===== config.mk =====
export PLATFORM = sky130hd
export DESIGN_NAME = nx_node
export DESIGN_NICKNAME = d
export VERILOG_FILES = /design/src/logic/nx_pkg.sv /design/src/logic/nx_msg_stream_if.sv /design/src/logic/nx_fifo.sv /design/src/logic/nx_input_state.sv /design/src/logic/nx_instr_store.sv /design/src/logic/nx_msg_decoder.sv /design/src/logic/nx_node.sv /design/src/logic/nx_output_map.sv
export SDC_FILE = /design/constraint.sdc
export NUM_CORES = 1
export LEC_CHECK = 0
export ABC_AREA = 1
export BUFFER_PORTS_ARGS = -buffer_cell sky130_fd_sc_hd__buf_2
export CORE_MARGIN = 3
export CORE_UTILIZATION = 55
export DETAILED_ROUTE_END_ITERATION = 8
export MAX_ROUTING_LAYER = met4
export PLACE_DENSITY = 0.73
export SYNTH_ARGS = -nofsm -noshare
export SYNTH_HDL_FRONTEND = slang
export SYNTH_HIERARCHICAL = 1
export SYNTH_SLANG_ARGS = --single-unit

===== constraint.sdc =====
create_clock -name clk_i -period 3.3 [get_ports clk_i]
set_input_delay 0.165 -clock clk_i [delete_from_list [all_inputs] [get_ports clk_i]]
set_output_delay 0.165 -clock clk_i [all_outputs]
set_load 0.02 [all_outputs]

===== src/logic/nx_pkg.sv =====
// Message field widths, command and direction enums, message layout structs
`default_nettype none

package nx_pkg;

    // Stream and address widths
    localparam int NX_STREAM_WIDTH = 32;
    localparam int NX_ROW_WIDTH    = 4;
    localparam int NX_COL_WIDTH    = 4;
    localparam int NX_CMD_WIDTH    = 2;

    // Node I/O and instruction sizes
    localparam int NX_INPUTS      = 8;
    localparam int NX_OUTPUTS     = 8;
    localparam int NX_INSTR_WIDTH = 15;

    // Derived index widths
    localparam int NX_INPUT_IDX_WIDTH  = $clog2(NX_INPUTS);
    localparam int NX_OUTPUT_IDX_WIDTH = $clog2(NX_OUTPUTS);
    localparam int NX_HEADER_WIDTH     = NX_ROW_WIDTH + NX_COL_WIDTH + NX_CMD_WIDTH;
    localparam int NX_PAYLOAD_WIDTH    = NX_STREAM_WIDTH - NX_HEADER_WIDTH;

    typedef enum logic [NX_CMD_WIDTH-1:0] {
        NX_CMD_LOAD_INSTR = 2'd0,
        NX_CMD_MAP_OUTPUT = 2'd1,
        NX_CMD_SIG_STATE  = 2'd2,
        NX_CMD_UNUSED     = 2'd3
    } nx_command_t;

    // Forwarding direction towards the target node
    typedef enum logic [1:0] {
        NX_DIRX_NORTH = 2'd0,
        NX_DIRX_EAST  = 2'd1,
        NX_DIRX_SOUTH = 2'd2,
        NX_DIRX_WEST  = 2'd3
    } nx_direction_t;

    // Common header, top 10 bits of every message
    typedef struct packed {
        logic [NX_ROW_WIDTH-1:0] row;
        logic [NX_COL_WIDTH-1:0] column;
        nx_command_t             command;
    } nx_msg_header_t;

    typedef struct packed {
        nx_msg_header_t              header;
        logic [NX_PAYLOAD_WIDTH-1:0] payload;
    } nx_message_t;

    typedef struct packed {
        nx_msg_header_t                                 header;
        logic [NX_INSTR_WIDTH-1:0]                      instruction;
        logic [NX_PAYLOAD_WIDTH-NX_INSTR_WIDTH-1:0]     padding;
    } nx_msg_load_instr_t;

    typedef struct packed {
        nx_msg_header_t                 header;
        logic [NX_OUTPUT_IDX_WIDTH-1:0] source_index;
        logic [NX_ROW_WIDTH-1:0]        target_row;
        logic [NX_COL_WIDTH-1:0]        target_column;
        logic [NX_INPUT_IDX_WIDTH-1:0]  target_index;
        logic                           target_is_seq;
        logic [6:0]                     padding;
    } nx_msg_map_output_t;

    typedef struct packed {
        nx_msg_header_t                header;
        logic [NX_INPUT_IDX_WIDTH-1:0] target_index;
        logic                          target_is_seq;
        logic                          state;
        logic [16:0]                   padding;
    } nx_msg_sig_state_t;

endpackage : nx_pkg

`default_nettype wire


===== src/logic/nx_msg_stream_if.sv =====
// Directed message stream interface with producer and consumer modports
`default_nettype none

interface nx_msg_stream_if;

    // Message word and its travel direction
    nx_pkg::nx_message_t   data;
    nx_pkg::nx_direction_t dir;
    // Handshake, transfer when both high on a clock edge
    logic                  valid;
    logic                  ready;

    modport producer (output data, output dir, output valid, input ready);

    modport consumer (input data, input dir, input valid, output ready);

endinterface : nx_msg_stream_if

`default_nettype wire


===== src/logic/nx_fifo.sv =====
// Synchronous circular-buffer FIFO with push, pop, empty and full
`default_nettype none

module nx_fifo #(
      parameter int DEPTH = 4
    , parameter int WIDTH = 32
) (
      input  logic             clk_i
    , input  logic             rst_n_i
    // Write side
    , input  logic [WIDTH-1:0] wr_data_i
    , input  logic             wr_push_i
    // Read side, head shown with no latency
    , output logic [WIDTH-1:0] rd_data_o
    , input  logic             rd_pop_i
    // Status
    , output logic             empty_o
    , output logic             full_o
);

    localparam int PTR_W = (DEPTH > 1) ? $clog2(DEPTH) : 1;
    localparam int CNT_W = $clog2(DEPTH + 1);

    logic [WIDTH-1:0] mem_q [DEPTH];
    logic [PTR_W-1:0] wr_ptr_q;
    logic [PTR_W-1:0] rd_ptr_q;
    logic [CNT_W-1:0] count_q;
    logic             do_push;
    logic             do_pop;

    // Push while full and pop while empty are ignored
    assign do_push = wr_push_i && !full_o;
    assign do_pop  = rd_pop_i && !empty_o;

    assign empty_o   = (count_q == '0);
    assign full_o    = (count_q == CNT_W'(DEPTH));
    assign rd_data_o = mem_q[rd_ptr_q];

    always_ff @(posedge clk_i) begin
        if (!rst_n_i) begin
            wr_ptr_q <= '0;
            rd_ptr_q <= '0;
            count_q  <= '0;
        end else begin
            if (do_push) begin
                wr_ptr_q <= (wr_ptr_q == PTR_W'(DEPTH - 1)) ? '0 : wr_ptr_q + 1'b1;
            end
            if (do_pop) begin
                rd_ptr_q <= (rd_ptr_q == PTR_W'(DEPTH - 1)) ? '0 : rd_ptr_q + 1'b1;
            end
            // Occupancy holds when both happen together
            case ({do_push, do_pop})
                2'b10:   count_q <= count_q + 1'b1;
                2'b01:   count_q <= count_q - 1'b1;
                default: count_q <= count_q;
            endcase
        end
    end

    // Storage array
    always_ff @(posedge clk_i) begin
        if (do_push) begin
            mem_q[wr_ptr_q] <= wr_data_i;
        end
    end

endmodule : nx_fifo

`default_nettype wire


===== src/logic/nx_input_state.sv =====
// Input signal registers, direct and pending sequential, with commit
`default_nettype none

module nx_input_state (
      input  logic                                  clk_i
    , input  logic                                  rst_n_i
    // Update from decoder
    , input  logic [nx_pkg::NX_INPUT_IDX_WIDTH-1:0] signal_index_i
    , input  logic                                  signal_is_seq_i
    , input  logic                                  signal_state_i
    , input  logic                                  signal_valid_i
    // Sequential commit pulse
    , input  logic                                  commit_i
    , output logic [nx_pkg::NX_INPUTS-1:0]          inputs_o
);

    logic [nx_pkg::NX_INPUTS-1:0] pending_q;
    // Inputs that have received a sequential update
    logic [nx_pkg::NX_INPUTS-1:0] seq_mask_q;

    always_ff @(posedge clk_i) begin
        if (!rst_n_i) begin
            inputs_o   <= '0;
            pending_q  <= '0;
            seq_mask_q <= '0;
        end else begin
            // Commit first so a same-edge direct update wins
            if (commit_i) begin
                inputs_o <= (inputs_o & ~seq_mask_q) | (pending_q & seq_mask_q);
            end
            if (signal_valid_i && signal_is_seq_i) begin
                pending_q[signal_index_i]  <= signal_state_i;
                seq_mask_q[signal_index_i] <= 1'b1;
            end else if (signal_valid_i) begin
                inputs_o[signal_index_i]   <= signal_state_i;
                seq_mask_q[signal_index_i] <= 1'b0;
            end
        end
    end

endmodule : nx_input_state

`default_nettype wire


===== src/logic/nx_instr_store.sv =====
// Instruction store filled in load order, with read port and load count
`default_nettype none

module nx_instr_store #(
      parameter int INSTR_DEPTH = 16
) (
      input  logic                                  clk_i
    , input  logic                                  rst_n_i
    // Load from decoder
    , input  logic [nx_pkg::NX_INSTR_WIDTH-1:0]     instr_data_i
    , input  logic                                  instr_valid_i
    // Read port
    , input  logic [$clog2(INSTR_DEPTH)-1:0]        rd_addr_i
    , output logic [nx_pkg::NX_INSTR_WIDTH-1:0]     rd_data_o
    , output logic [$clog2(INSTR_DEPTH+1)-1:0]      count_o
);

    localparam int AW = $clog2(INSTR_DEPTH);
    localparam int CW = $clog2(INSTR_DEPTH + 1);

    logic [nx_pkg::NX_INSTR_WIDTH-1:0] mem_q [INSTR_DEPTH];
    logic                              store_full;

    // Loads past the last slot are dropped
    assign store_full = (count_o == CW'(INSTR_DEPTH));
    assign rd_data_o  = mem_q[rd_addr_i];

    always_ff @(posedge clk_i) begin
        if (!rst_n_i) begin
            count_o <= '0;
            for (int i = 0; i < INSTR_DEPTH; i++) begin
                mem_q[i] <= '0;
            end
        end else if (instr_valid_i && !store_full) begin
            // Next free slot is the current count
            mem_q[count_o[AW-1:0]] <= instr_data_i;
            count_o                <= count_o + 1'b1;
        end
    end

endmodule : nx_instr_store

`default_nettype wire


===== src/logic/nx_msg_decoder.sv =====
// Message decoder: inbound FIFO, local command strobes, bypass routing
`default_nettype none

module nx_msg_decoder #(
      parameter int FIFO_DEPTH = 4
) (
      input  logic                                   clk_i
    , input  logic                                   rst_n_i
    // Own mesh address
    , input  logic [nx_pkg::NX_ROW_WIDTH-1:0]        node_row_i
    , input  logic [nx_pkg::NX_COL_WIDTH-1:0]        node_col_i
    // Inbound and bypass streams
    , nx_msg_stream_if.consumer                      msg
    , nx_msg_stream_if.producer                      bypass
    , output logic                                   idle_o
    // Output mapping update
    , output logic [nx_pkg::NX_OUTPUT_IDX_WIDTH-1:0] map_idx_o
    , output logic [nx_pkg::NX_ROW_WIDTH-1:0]        map_tgt_row_o
    , output logic [nx_pkg::NX_COL_WIDTH-1:0]        map_tgt_col_o
    , output logic [nx_pkg::NX_INPUT_IDX_WIDTH-1:0]  map_tgt_idx_o
    , output logic                                   map_tgt_seq_o
    , output logic                                   map_valid_o
    // Input signal update
    , output logic [nx_pkg::NX_INPUT_IDX_WIDTH-1:0]  signal_index_o
    , output logic                                   signal_is_seq_o
    , output logic                                   signal_state_o
    , output logic                                   signal_valid_o
    // Instruction load
    , output logic [nx_pkg::NX_INSTR_WIDTH-1:0]      instr_data_o
    , output logic                                   instr_valid_o
);

    logic                       fifo_empty;
    logic                       fifo_full;
    logic                       fifo_pop_q;
    nx_pkg::nx_message_t        head;
    logic                       decide;
    logic                       is_local;
    nx_pkg::nx_direction_t      route_dir;
    // Decision stage
    logic                       local_q;
    logic                       byp_valid_q;
    nx_pkg::nx_message_t        msg_q;
    nx_pkg::nx_direction_t      byp_dir_q;
    // Payload views of the held message
    nx_pkg::nx_msg_load_instr_t as_instr;
    nx_pkg::nx_msg_map_output_t as_map;
    nx_pkg::nx_msg_sig_state_t  as_sig;

    nx_fifo #(
          .DEPTH (FIFO_DEPTH)
        , .WIDTH (nx_pkg::NX_STREAM_WIDTH)
    ) u_fifo (
          .clk_i     (clk_i)
        , .rst_n_i   (rst_n_i)
        , .wr_data_i (msg.data)
        , .wr_push_i (msg.valid && msg.ready)
        , .rd_data_o (head)
        , .rd_pop_i  (fifo_pop_q)
        , .empty_o   (fifo_empty)
        , .full_o    (fifo_full)
    );

    assign msg.ready = !fifo_full;
    assign idle_o    = fifo_empty && !msg.valid && !byp_valid_q;

    // Head present, bypass free, and not the cycle of a pending pop
    assign decide   = !byp_valid_q && !fifo_empty && !fifo_pop_q;
    assign is_local = (head.header.row == node_row_i) && (head.header.column == node_col_i);

    // Row first, then column
    always_comb begin
        if (head.header.row < node_row_i) begin
            route_dir = nx_pkg::NX_DIRX_NORTH;
        end else if (head.header.row > node_row_i) begin
            route_dir = nx_pkg::NX_DIRX_SOUTH;
        end else if (head.header.column < node_col_i) begin
            route_dir = nx_pkg::NX_DIRX_WEST;
        end else begin
            route_dir = nx_pkg::NX_DIRX_EAST;
        end
    end

    always_ff @(posedge clk_i) begin
        if (!rst_n_i) begin
            fifo_pop_q     <= 1'b0;
            local_q        <= 1'b0;
            byp_valid_q    <= 1'b0;
            instr_valid_o  <= 1'b0;
            map_valid_o    <= 1'b0;
            signal_valid_o <= 1'b0;
        end else begin
            fifo_pop_q <= decide;
            local_q    <= decide && is_local;
            // One-cycle strobes, unused command falls through
            instr_valid_o  <= local_q && (msg_q.header.command == nx_pkg::NX_CMD_LOAD_INSTR);
            map_valid_o    <= local_q && (msg_q.header.command == nx_pkg::NX_CMD_MAP_OUTPUT);
            signal_valid_o <= local_q && (msg_q.header.command == nx_pkg::NX_CMD_SIG_STATE);
            // Bypass handoff, then reload on a forward decision
            if (bypass.ready) begin
                byp_valid_q <= 1'b0;
            end
            if (decide && !is_local) begin
                byp_valid_q <= 1'b1;
            end
        end
    end

    // Held until the next decision, which waits on the bypass
    always_ff @(posedge clk_i) begin
        if (decide) begin
            msg_q     <= head;
            byp_dir_q <= route_dir;
        end
    end

    assign bypass.data  = msg_q;
    assign bypass.dir   = byp_dir_q;
    assign bypass.valid = byp_valid_q;

    assign as_instr = nx_pkg::nx_msg_load_instr_t'(msg_q);
    assign as_map   = nx_pkg::nx_msg_map_output_t'(msg_q);
    assign as_sig   = nx_pkg::nx_msg_sig_state_t'(msg_q);

    assign instr_data_o    = as_instr.instruction;
    assign map_idx_o       = as_map.source_index;
    assign map_tgt_row_o   = as_map.target_row;
    assign map_tgt_col_o   = as_map.target_column;
    assign map_tgt_idx_o   = as_map.target_index;
    assign map_tgt_seq_o   = as_map.target_is_seq;
    assign signal_index_o  = as_sig.target_index;
    assign signal_is_seq_o = as_sig.target_is_seq;
    assign signal_state_o  = as_sig.state;

endmodule : nx_msg_decoder

`default_nettype wire


===== src/logic/nx_node.sv =====
// Mesh node top level: decoder, instruction store, output map, input state
`default_nettype none

module nx_node #(
      parameter int FIFO_DEPTH  = 4
    , parameter int INSTR_DEPTH = 16
) (
      input  logic                                   clk_i
    , input  logic                                   rst_n_i
    , input  logic [nx_pkg::NX_ROW_WIDTH-1:0]        node_row_i
    , input  logic [nx_pkg::NX_COL_WIDTH-1:0]        node_col_i
    // Inbound stream
    , input  nx_pkg::nx_message_t                    msg_data_i
    , input  nx_pkg::nx_direction_t                  msg_dir_i
    , input  logic                                   msg_valid_i
    , output logic                                   msg_ready_o
    // Bypass stream
    , output nx_pkg::nx_message_t                    bypass_data_o
    , output nx_pkg::nx_direction_t                  bypass_dir_o
    , output logic                                   bypass_valid_o
    , input  logic                                   bypass_ready_i
    // Status and commit
    , output logic                                   idle_o
    , input  logic                                   commit_i
    // Instruction read-back
    , input  logic [$clog2(INSTR_DEPTH)-1:0]         instr_rd_addr_i
    , output logic [nx_pkg::NX_INSTR_WIDTH-1:0]      instr_rd_data_o
    , output logic [$clog2(INSTR_DEPTH+1)-1:0]       instr_count_o
    // Output map read-back
    , input  logic [nx_pkg::NX_OUTPUT_IDX_WIDTH-1:0] map_rd_idx_i
    , output logic [nx_pkg::NX_ROW_WIDTH-1:0]        map_rd_row_o
    , output logic [nx_pkg::NX_COL_WIDTH-1:0]        map_rd_col_o
    , output logic [nx_pkg::NX_INPUT_IDX_WIDTH-1:0]  map_rd_tgt_idx_o
    , output logic                                   map_rd_seq_o
    , output logic [nx_pkg::NX_INPUTS-1:0]           inputs_o
);

    logic [nx_pkg::NX_OUTPUT_IDX_WIDTH-1:0] map_idx;
    logic [nx_pkg::NX_ROW_WIDTH-1:0]        map_tgt_row;
    logic [nx_pkg::NX_COL_WIDTH-1:0]        map_tgt_col;
    logic [nx_pkg::NX_INPUT_IDX_WIDTH-1:0]  map_tgt_idx;
    logic                                   map_tgt_seq;
    logic                                   map_valid;
    logic [nx_pkg::NX_INPUT_IDX_WIDTH-1:0]  signal_index;
    logic                                   signal_is_seq;
    logic                                   signal_state;
    logic                                   signal_valid;
    logic [nx_pkg::NX_INSTR_WIDTH-1:0]      instr_data;
    logic                                   instr_valid;

    nx_msg_stream_if msg_if ();
    nx_msg_stream_if byp_if ();

    // Top ports onto the stream interfaces
    assign msg_if.data    = msg_data_i;
    assign msg_if.dir     = msg_dir_i;
    assign msg_if.valid   = msg_valid_i;
    assign msg_ready_o    = msg_if.ready;
    assign bypass_data_o  = byp_if.data;
    assign bypass_dir_o   = byp_if.dir;
    assign bypass_valid_o = byp_if.valid;
    assign byp_if.ready   = bypass_ready_i;

    nx_msg_decoder #(
          .FIFO_DEPTH (FIFO_DEPTH)
    ) u_decoder (
          .clk_i           (clk_i)
        , .rst_n_i         (rst_n_i)
        , .node_row_i      (node_row_i)
        , .node_col_i      (node_col_i)
        , .msg             (msg_if.consumer)
        , .bypass          (byp_if.producer)
        , .idle_o          (idle_o)
        , .map_idx_o       (map_idx)
        , .map_tgt_row_o   (map_tgt_row)
        , .map_tgt_col_o   (map_tgt_col)
        , .map_tgt_idx_o   (map_tgt_idx)
        , .map_tgt_seq_o   (map_tgt_seq)
        , .map_valid_o     (map_valid)
        , .signal_index_o  (signal_index)
        , .signal_is_seq_o (signal_is_seq)
        , .signal_state_o  (signal_state)
        , .signal_valid_o  (signal_valid)
        , .instr_data_o    (instr_data)
        , .instr_valid_o   (instr_valid)
    );

    nx_instr_store #(
          .INSTR_DEPTH (INSTR_DEPTH)
    ) u_instr_store (
          .clk_i         (clk_i)
        , .rst_n_i       (rst_n_i)
        , .instr_data_i  (instr_data)
        , .instr_valid_i (instr_valid)
        , .rd_addr_i     (instr_rd_addr_i)
        , .rd_data_o     (instr_rd_data_o)
        , .count_o       (instr_count_o)
    );

    nx_output_map u_output_map (
          .clk_i        (clk_i)
        , .rst_n_i      (rst_n_i)
        , .map_idx_i    (map_idx)
        , .tgt_row_i    (map_tgt_row)
        , .tgt_col_i    (map_tgt_col)
        , .tgt_idx_i    (map_tgt_idx)
        , .tgt_seq_i    (map_tgt_seq)
        , .map_valid_i  (map_valid)
        , .rd_idx_i     (map_rd_idx_i)
        , .rd_row_o     (map_rd_row_o)
        , .rd_col_o     (map_rd_col_o)
        , .rd_tgt_idx_o (map_rd_tgt_idx_o)
        , .rd_seq_o     (map_rd_seq_o)
    );

    nx_input_state u_input_state (
          .clk_i           (clk_i)
        , .rst_n_i         (rst_n_i)
        , .signal_index_i  (signal_index)
        , .signal_is_seq_i (signal_is_seq)
        , .signal_state_i  (signal_state)
        , .signal_valid_i  (signal_valid)
        , .commit_i        (commit_i)
        , .inputs_o        (inputs_o)
    );

endmodule : nx_node

`default_nettype wire


===== src/logic/nx_output_map.sv =====
// Per-output target table with update strobe and read port
`default_nettype none

module nx_output_map (
      input  logic                                   clk_i
    , input  logic                                   rst_n_i
    // Update from decoder
    , input  logic [nx_pkg::NX_OUTPUT_IDX_WIDTH-1:0] map_idx_i
    , input  logic [nx_pkg::NX_ROW_WIDTH-1:0]        tgt_row_i
    , input  logic [nx_pkg::NX_COL_WIDTH-1:0]        tgt_col_i
    , input  logic [nx_pkg::NX_INPUT_IDX_WIDTH-1:0]  tgt_idx_i
    , input  logic                                   tgt_seq_i
    , input  logic                                   map_valid_i
    // Read port
    , input  logic [nx_pkg::NX_OUTPUT_IDX_WIDTH-1:0] rd_idx_i
    , output logic [nx_pkg::NX_ROW_WIDTH-1:0]        rd_row_o
    , output logic [nx_pkg::NX_COL_WIDTH-1:0]        rd_col_o
    , output logic [nx_pkg::NX_INPUT_IDX_WIDTH-1:0]  rd_tgt_idx_o
    , output logic                                   rd_seq_o
);

    // One entry per node output
    logic [nx_pkg::NX_ROW_WIDTH-1:0]       row_q [nx_pkg::NX_OUTPUTS];
    logic [nx_pkg::NX_COL_WIDTH-1:0]       col_q [nx_pkg::NX_OUTPUTS];
    logic [nx_pkg::NX_INPUT_IDX_WIDTH-1:0] idx_q [nx_pkg::NX_OUTPUTS];
    logic [nx_pkg::NX_OUTPUTS-1:0]         seq_q;

    always_ff @(posedge clk_i) begin
        if (!rst_n_i) begin
            seq_q <= '0;
            for (int i = 0; i < nx_pkg::NX_OUTPUTS; i++) begin
                row_q[i] <= '0;
                col_q[i] <= '0;
                idx_q[i] <= '0;
            end
        end else if (map_valid_i) begin
            // Later mapping simply overwrites
            row_q[map_idx_i] <= tgt_row_i;
            col_q[map_idx_i] <= tgt_col_i;
            idx_q[map_idx_i] <= tgt_idx_i;
            seq_q[map_idx_i] <= tgt_seq_i;
        end
    end

    assign rd_row_o     = row_q[rd_idx_i];
    assign rd_col_o     = col_q[rd_idx_i];
    assign rd_tgt_idx_o = idx_q[rd_idx_i];
    assign rd_seq_o     = seq_q[rd_idx_i];

endmodule : nx_output_map

`default_nettype wire


==> flow_metrics.py <==
metrics = {
    "outcome": {
        "status": "complete, no violations",
    },
    "finish": {
        "final_common_cell": "nand2_1",
        "multi_input_area_mm2": 0.006676,
        "num-nets-final": 2767,
        "nFillCells": 3580,
        "areaGrowthSynthToFinish_pct": 10.22,
        "layout_common_cells": "nand2_1, edfxtp_1, nor2_1",
        "ff_latch_area_mm2": 0.01576,
        "drive_gt1_share_pct": 9.872,
    },
    "floorplanning": {
        "dieArea_mm2": 0.04791,
        "ios": 131,
        "start_util_pct": 56.00,
        "chipHeight_um": 218.9,
        "rows": 77,
        "die_x_um": 218.9,
        "core-area_mm2": 0.04451,
    },
    "timing": {
        "tightest_slew_ps": 1127,
        "setup_violations": 0,
        "min_period_ps": 2578,
        "fmax_mhz": 387.8,
        "slew-limit-headroom_pct": 24.40,
        "tns_ps": 0,
        "rsz0062_at_grt": "no",
        "hold_viol": 0,
        "period_share_pct": 78.13,
        "drv_slew": 0,
        "fin_worst_skew_ps": 15.85,
    },
    "setup_path": {
        "path_cells": "inv_1 > ha_1 > nand3_4 > nand3_4 > nor2_4 > nand2_2 > nand2_1",
        "end_kind": "flop",
        "setup.worst_path.end": "u_instr_store/mem_q[10][11]",
        "critPathKind": "flop to flop",
        "critical_path.max_stage_delay_ps": 670,
        "worstSetupStartpointType": "flop",
        "cp.arrival_ps": 2800,
        "required_ps": 3520,
        "worstPathMaxFanout": 16,
        "r2r_slack_ps": 720,
        "crit_path_start": "u_instr_store/count_o[0]",
        "cp_slowest_cell": "nand2_1",
        "worst_r2r_endpoint": "u_instr_store/mem_q[10][11]",
        "cpMostUsedCell": "nand3_4",
        "ff2ff_path_depth": 7,
        "r2r-start": "u_instr_store/count_o[0]",
    },
    "placed_design": {
        "io_buffers": 128,
        "place.detailed.hpwl_mm": 36.34,
        "globalplace.congestion": 0.9096,
    },
    "routing": {
        "wirelength_mm": 60.24,
        "ant_nets": 0,
        "drt_pass1_iterations": 5,
        "drt_iter0_drc": 1961,
        "drt-wirelength-per-cell_um": 18.10,
        "routed_via_density": 5.394,
        "via_count": 17950,
        "drc_errors": 0,
    },
    "min_path": {
        "hp-class": "primary input to flop",
    },
    "yosys": {
        "yosysWarnings": 6,
        "synth.area.top_cells": "edfxtp_1, nand2_1, nor2_1",
        "synth-seq-cells": 542,
        "synth_cell_type_count": 32,
        "syn_area_per_cell_um2": 9.488,
        "yosys.area.top_type": "edfxtp_1",
        "syn-num-nets": 2700,
        "syn_area_mm2": 0.02492,
        "synthCells": 2627,
        "yosysTopAreaCellShare_pct": 59.04,
        "seq_area_frac_synth_pct": 63.21,
    },
    "clock_network": {
        "cts_tree": "yes",
        "clock_sinks": 542,
        "root_buffer": "clkbuf_16",
        "path_clk_slew_ps": 60,
        "postCtsSetupBuffers": 0,
        "ctsHoldBuffers": 34,
        "cts_made_buffers": 53,
        "cts_buffer_depth": 3,
        "clkLatencyLatePin_ps": 600,
        "cts-htree-levels": 2,
        "ctsResizeCount": 0,
    },
    "grt": {
        "grt_pass1_vias": 17110,
        "grt_pass1_wl_mm": 92.05,
        "antenna_found_initial": 1,
        "grt-ovfl-total": 0,
        "grt_usage_pct": 25.52,
        "grt_max_degree": 121,
    },
    "pwr": {
        "peakVddDrop_mv": 0.6085,
        "p_leak_nw": 11.99,
        "power_mw": 18.37,
        "power_density_mw_per_mm2": 668.6,
    },
    "run": {
        "cap_violations": 0,
    },
}
-- state kept, by name (all words and copies together) (netlist names), 3 cells and up, named ones only --
register                  flops
u_instr_store/count_o         5
u_output_map/idx_q           24
u_input_state/inputs_o        8
u_output_map/row_q           32
u_decoder/u_fifo/count_q      3
u_decoder/u_fifo/mem_q      128
u_output_map/col_q           32
u_decoder/bypass.data        32
u_output_map/seq_q            8
u_input_state/pending_q       8
u_instr_store/mem_q         240
-- through the flow --
stage / util (%) / hold WS (ps) / std cells / cell area [um^2] / worst slack (ps)
2_1_floorplan: - / 263.9 / 2627 / 24920 / 693.6
3_3_place_gp: 57.17 / 374.0 / 3197 / 25450 / 838.3
3_5_place_dp: 57.17 / 380.0 / 3197 / 25450 / 743.2
4_1_cts: 61.71 / 1.621 / 3327 / 27470 / 733.5
5_1_grt: 61.72 / 57.71 / 3328 / 27470 / 598.7
6_report: 61.72 / 23.34 / 3328 / 27470 / 721.6
-- per-layer routing --
layer / GRT usage [%] / wire length [um] / up-vias / part of all wire (%)
li1: - / - / 8503 / -
met1: 32.98 / 24030 / 8498 / 40
met4: 8.836 / 2016 / 0 / 3.3
met5: - / 0 / - / 0
met2: 41.01 / 28910 / 829 / 48
met3: 4.680 / 5283 / 122 / 8.8
-- critical path, delay by kind of cell (launching register included) --
kind / cells / cell delay, ps
simple gates: 5 / 1420
flops: 1 / 400
fa+ha+maj: 1 / 270
buf+inv: 1 / 120
-- synthesized netlist by cell type, drive strengths merged --
| library cell | instances |
|---|---|
| nand2 | 622 |
| inv | 383 |
| nor3 | 3 |
| nand4 | 9 |
| nand3 | 276 |
| xor2 | 1 |
| nor2 | 471 |
| edfxtp | 490 |
| a21oi | 22 |
| fa | 1 |
| o22ai | 32 |
| o21ai | 74 |
| ha | 18 |
| clkinv | 2 |
| dfxtp | 52 |
| clkbuf | 47 |
| buf | 123 |
| nand3b | 1 |
-- power breakdown --
| part | switching [mW] | internal, mW | leakage, nW |
|---|---|---|---|
| Combinational | 2.97 | 0.771 | 5.95 |
| Sequential | 0.455 | 8.25 | 5.22 |
| Clock | 2.50 | 3.43 | 0.829 |
| Total | 5.92 | 12.4 | 12.0 |
-- worst min path at each step --
| stage | end | start | cells after the start |
|---|---|---|---|
| floorplan | u_decoder/u_fifo/mem_q[0][0] | msg_data_i[0] | 0 |
| global route | u_decoder/u_fifo/wr_ptr_q[0] | msg_valid_i | 5 |
| detailed placement | u_decoder/u_fifo/mem_q[2][31] | msg_data_i[31] | 1 |
| finish | u_decoder/u_fifo/wr_ptr_q[0] | msg_valid_i | 6 |
| CTS | u_decoder/u_fifo/wr_ptr_q[0] | msg_valid_i | 6 |
| global placement | u_decoder/u_fifo/mem_q[2][31] | msg_data_i[31] | 1 |
-- logic make-up after synthesis --
kind of cell | Yosys count | share of synthesized area (%)
xor+xnor | 1 | 0.03515
simple gates | 1382 | 22.92
buf+inv | 555 | 10.12
compound gates | 128 | 2.731
flops | 542 | 63.21
fa+ha+maj | 19 | 0.9840
-- cell type report --
type | count | area share, %
clock buffer | 72 | 5.233
inverter | 385 | 5.292
timing repair buffer | 182 | 4.218
tap | 592 | 2.696
multi-input combinational | 1530 | 24.30
clock inverter | 24 | 0.8927
sequential | 542 | 57.36
antenna | 1 | 0.009109
(Power assumes the default switching activity.)
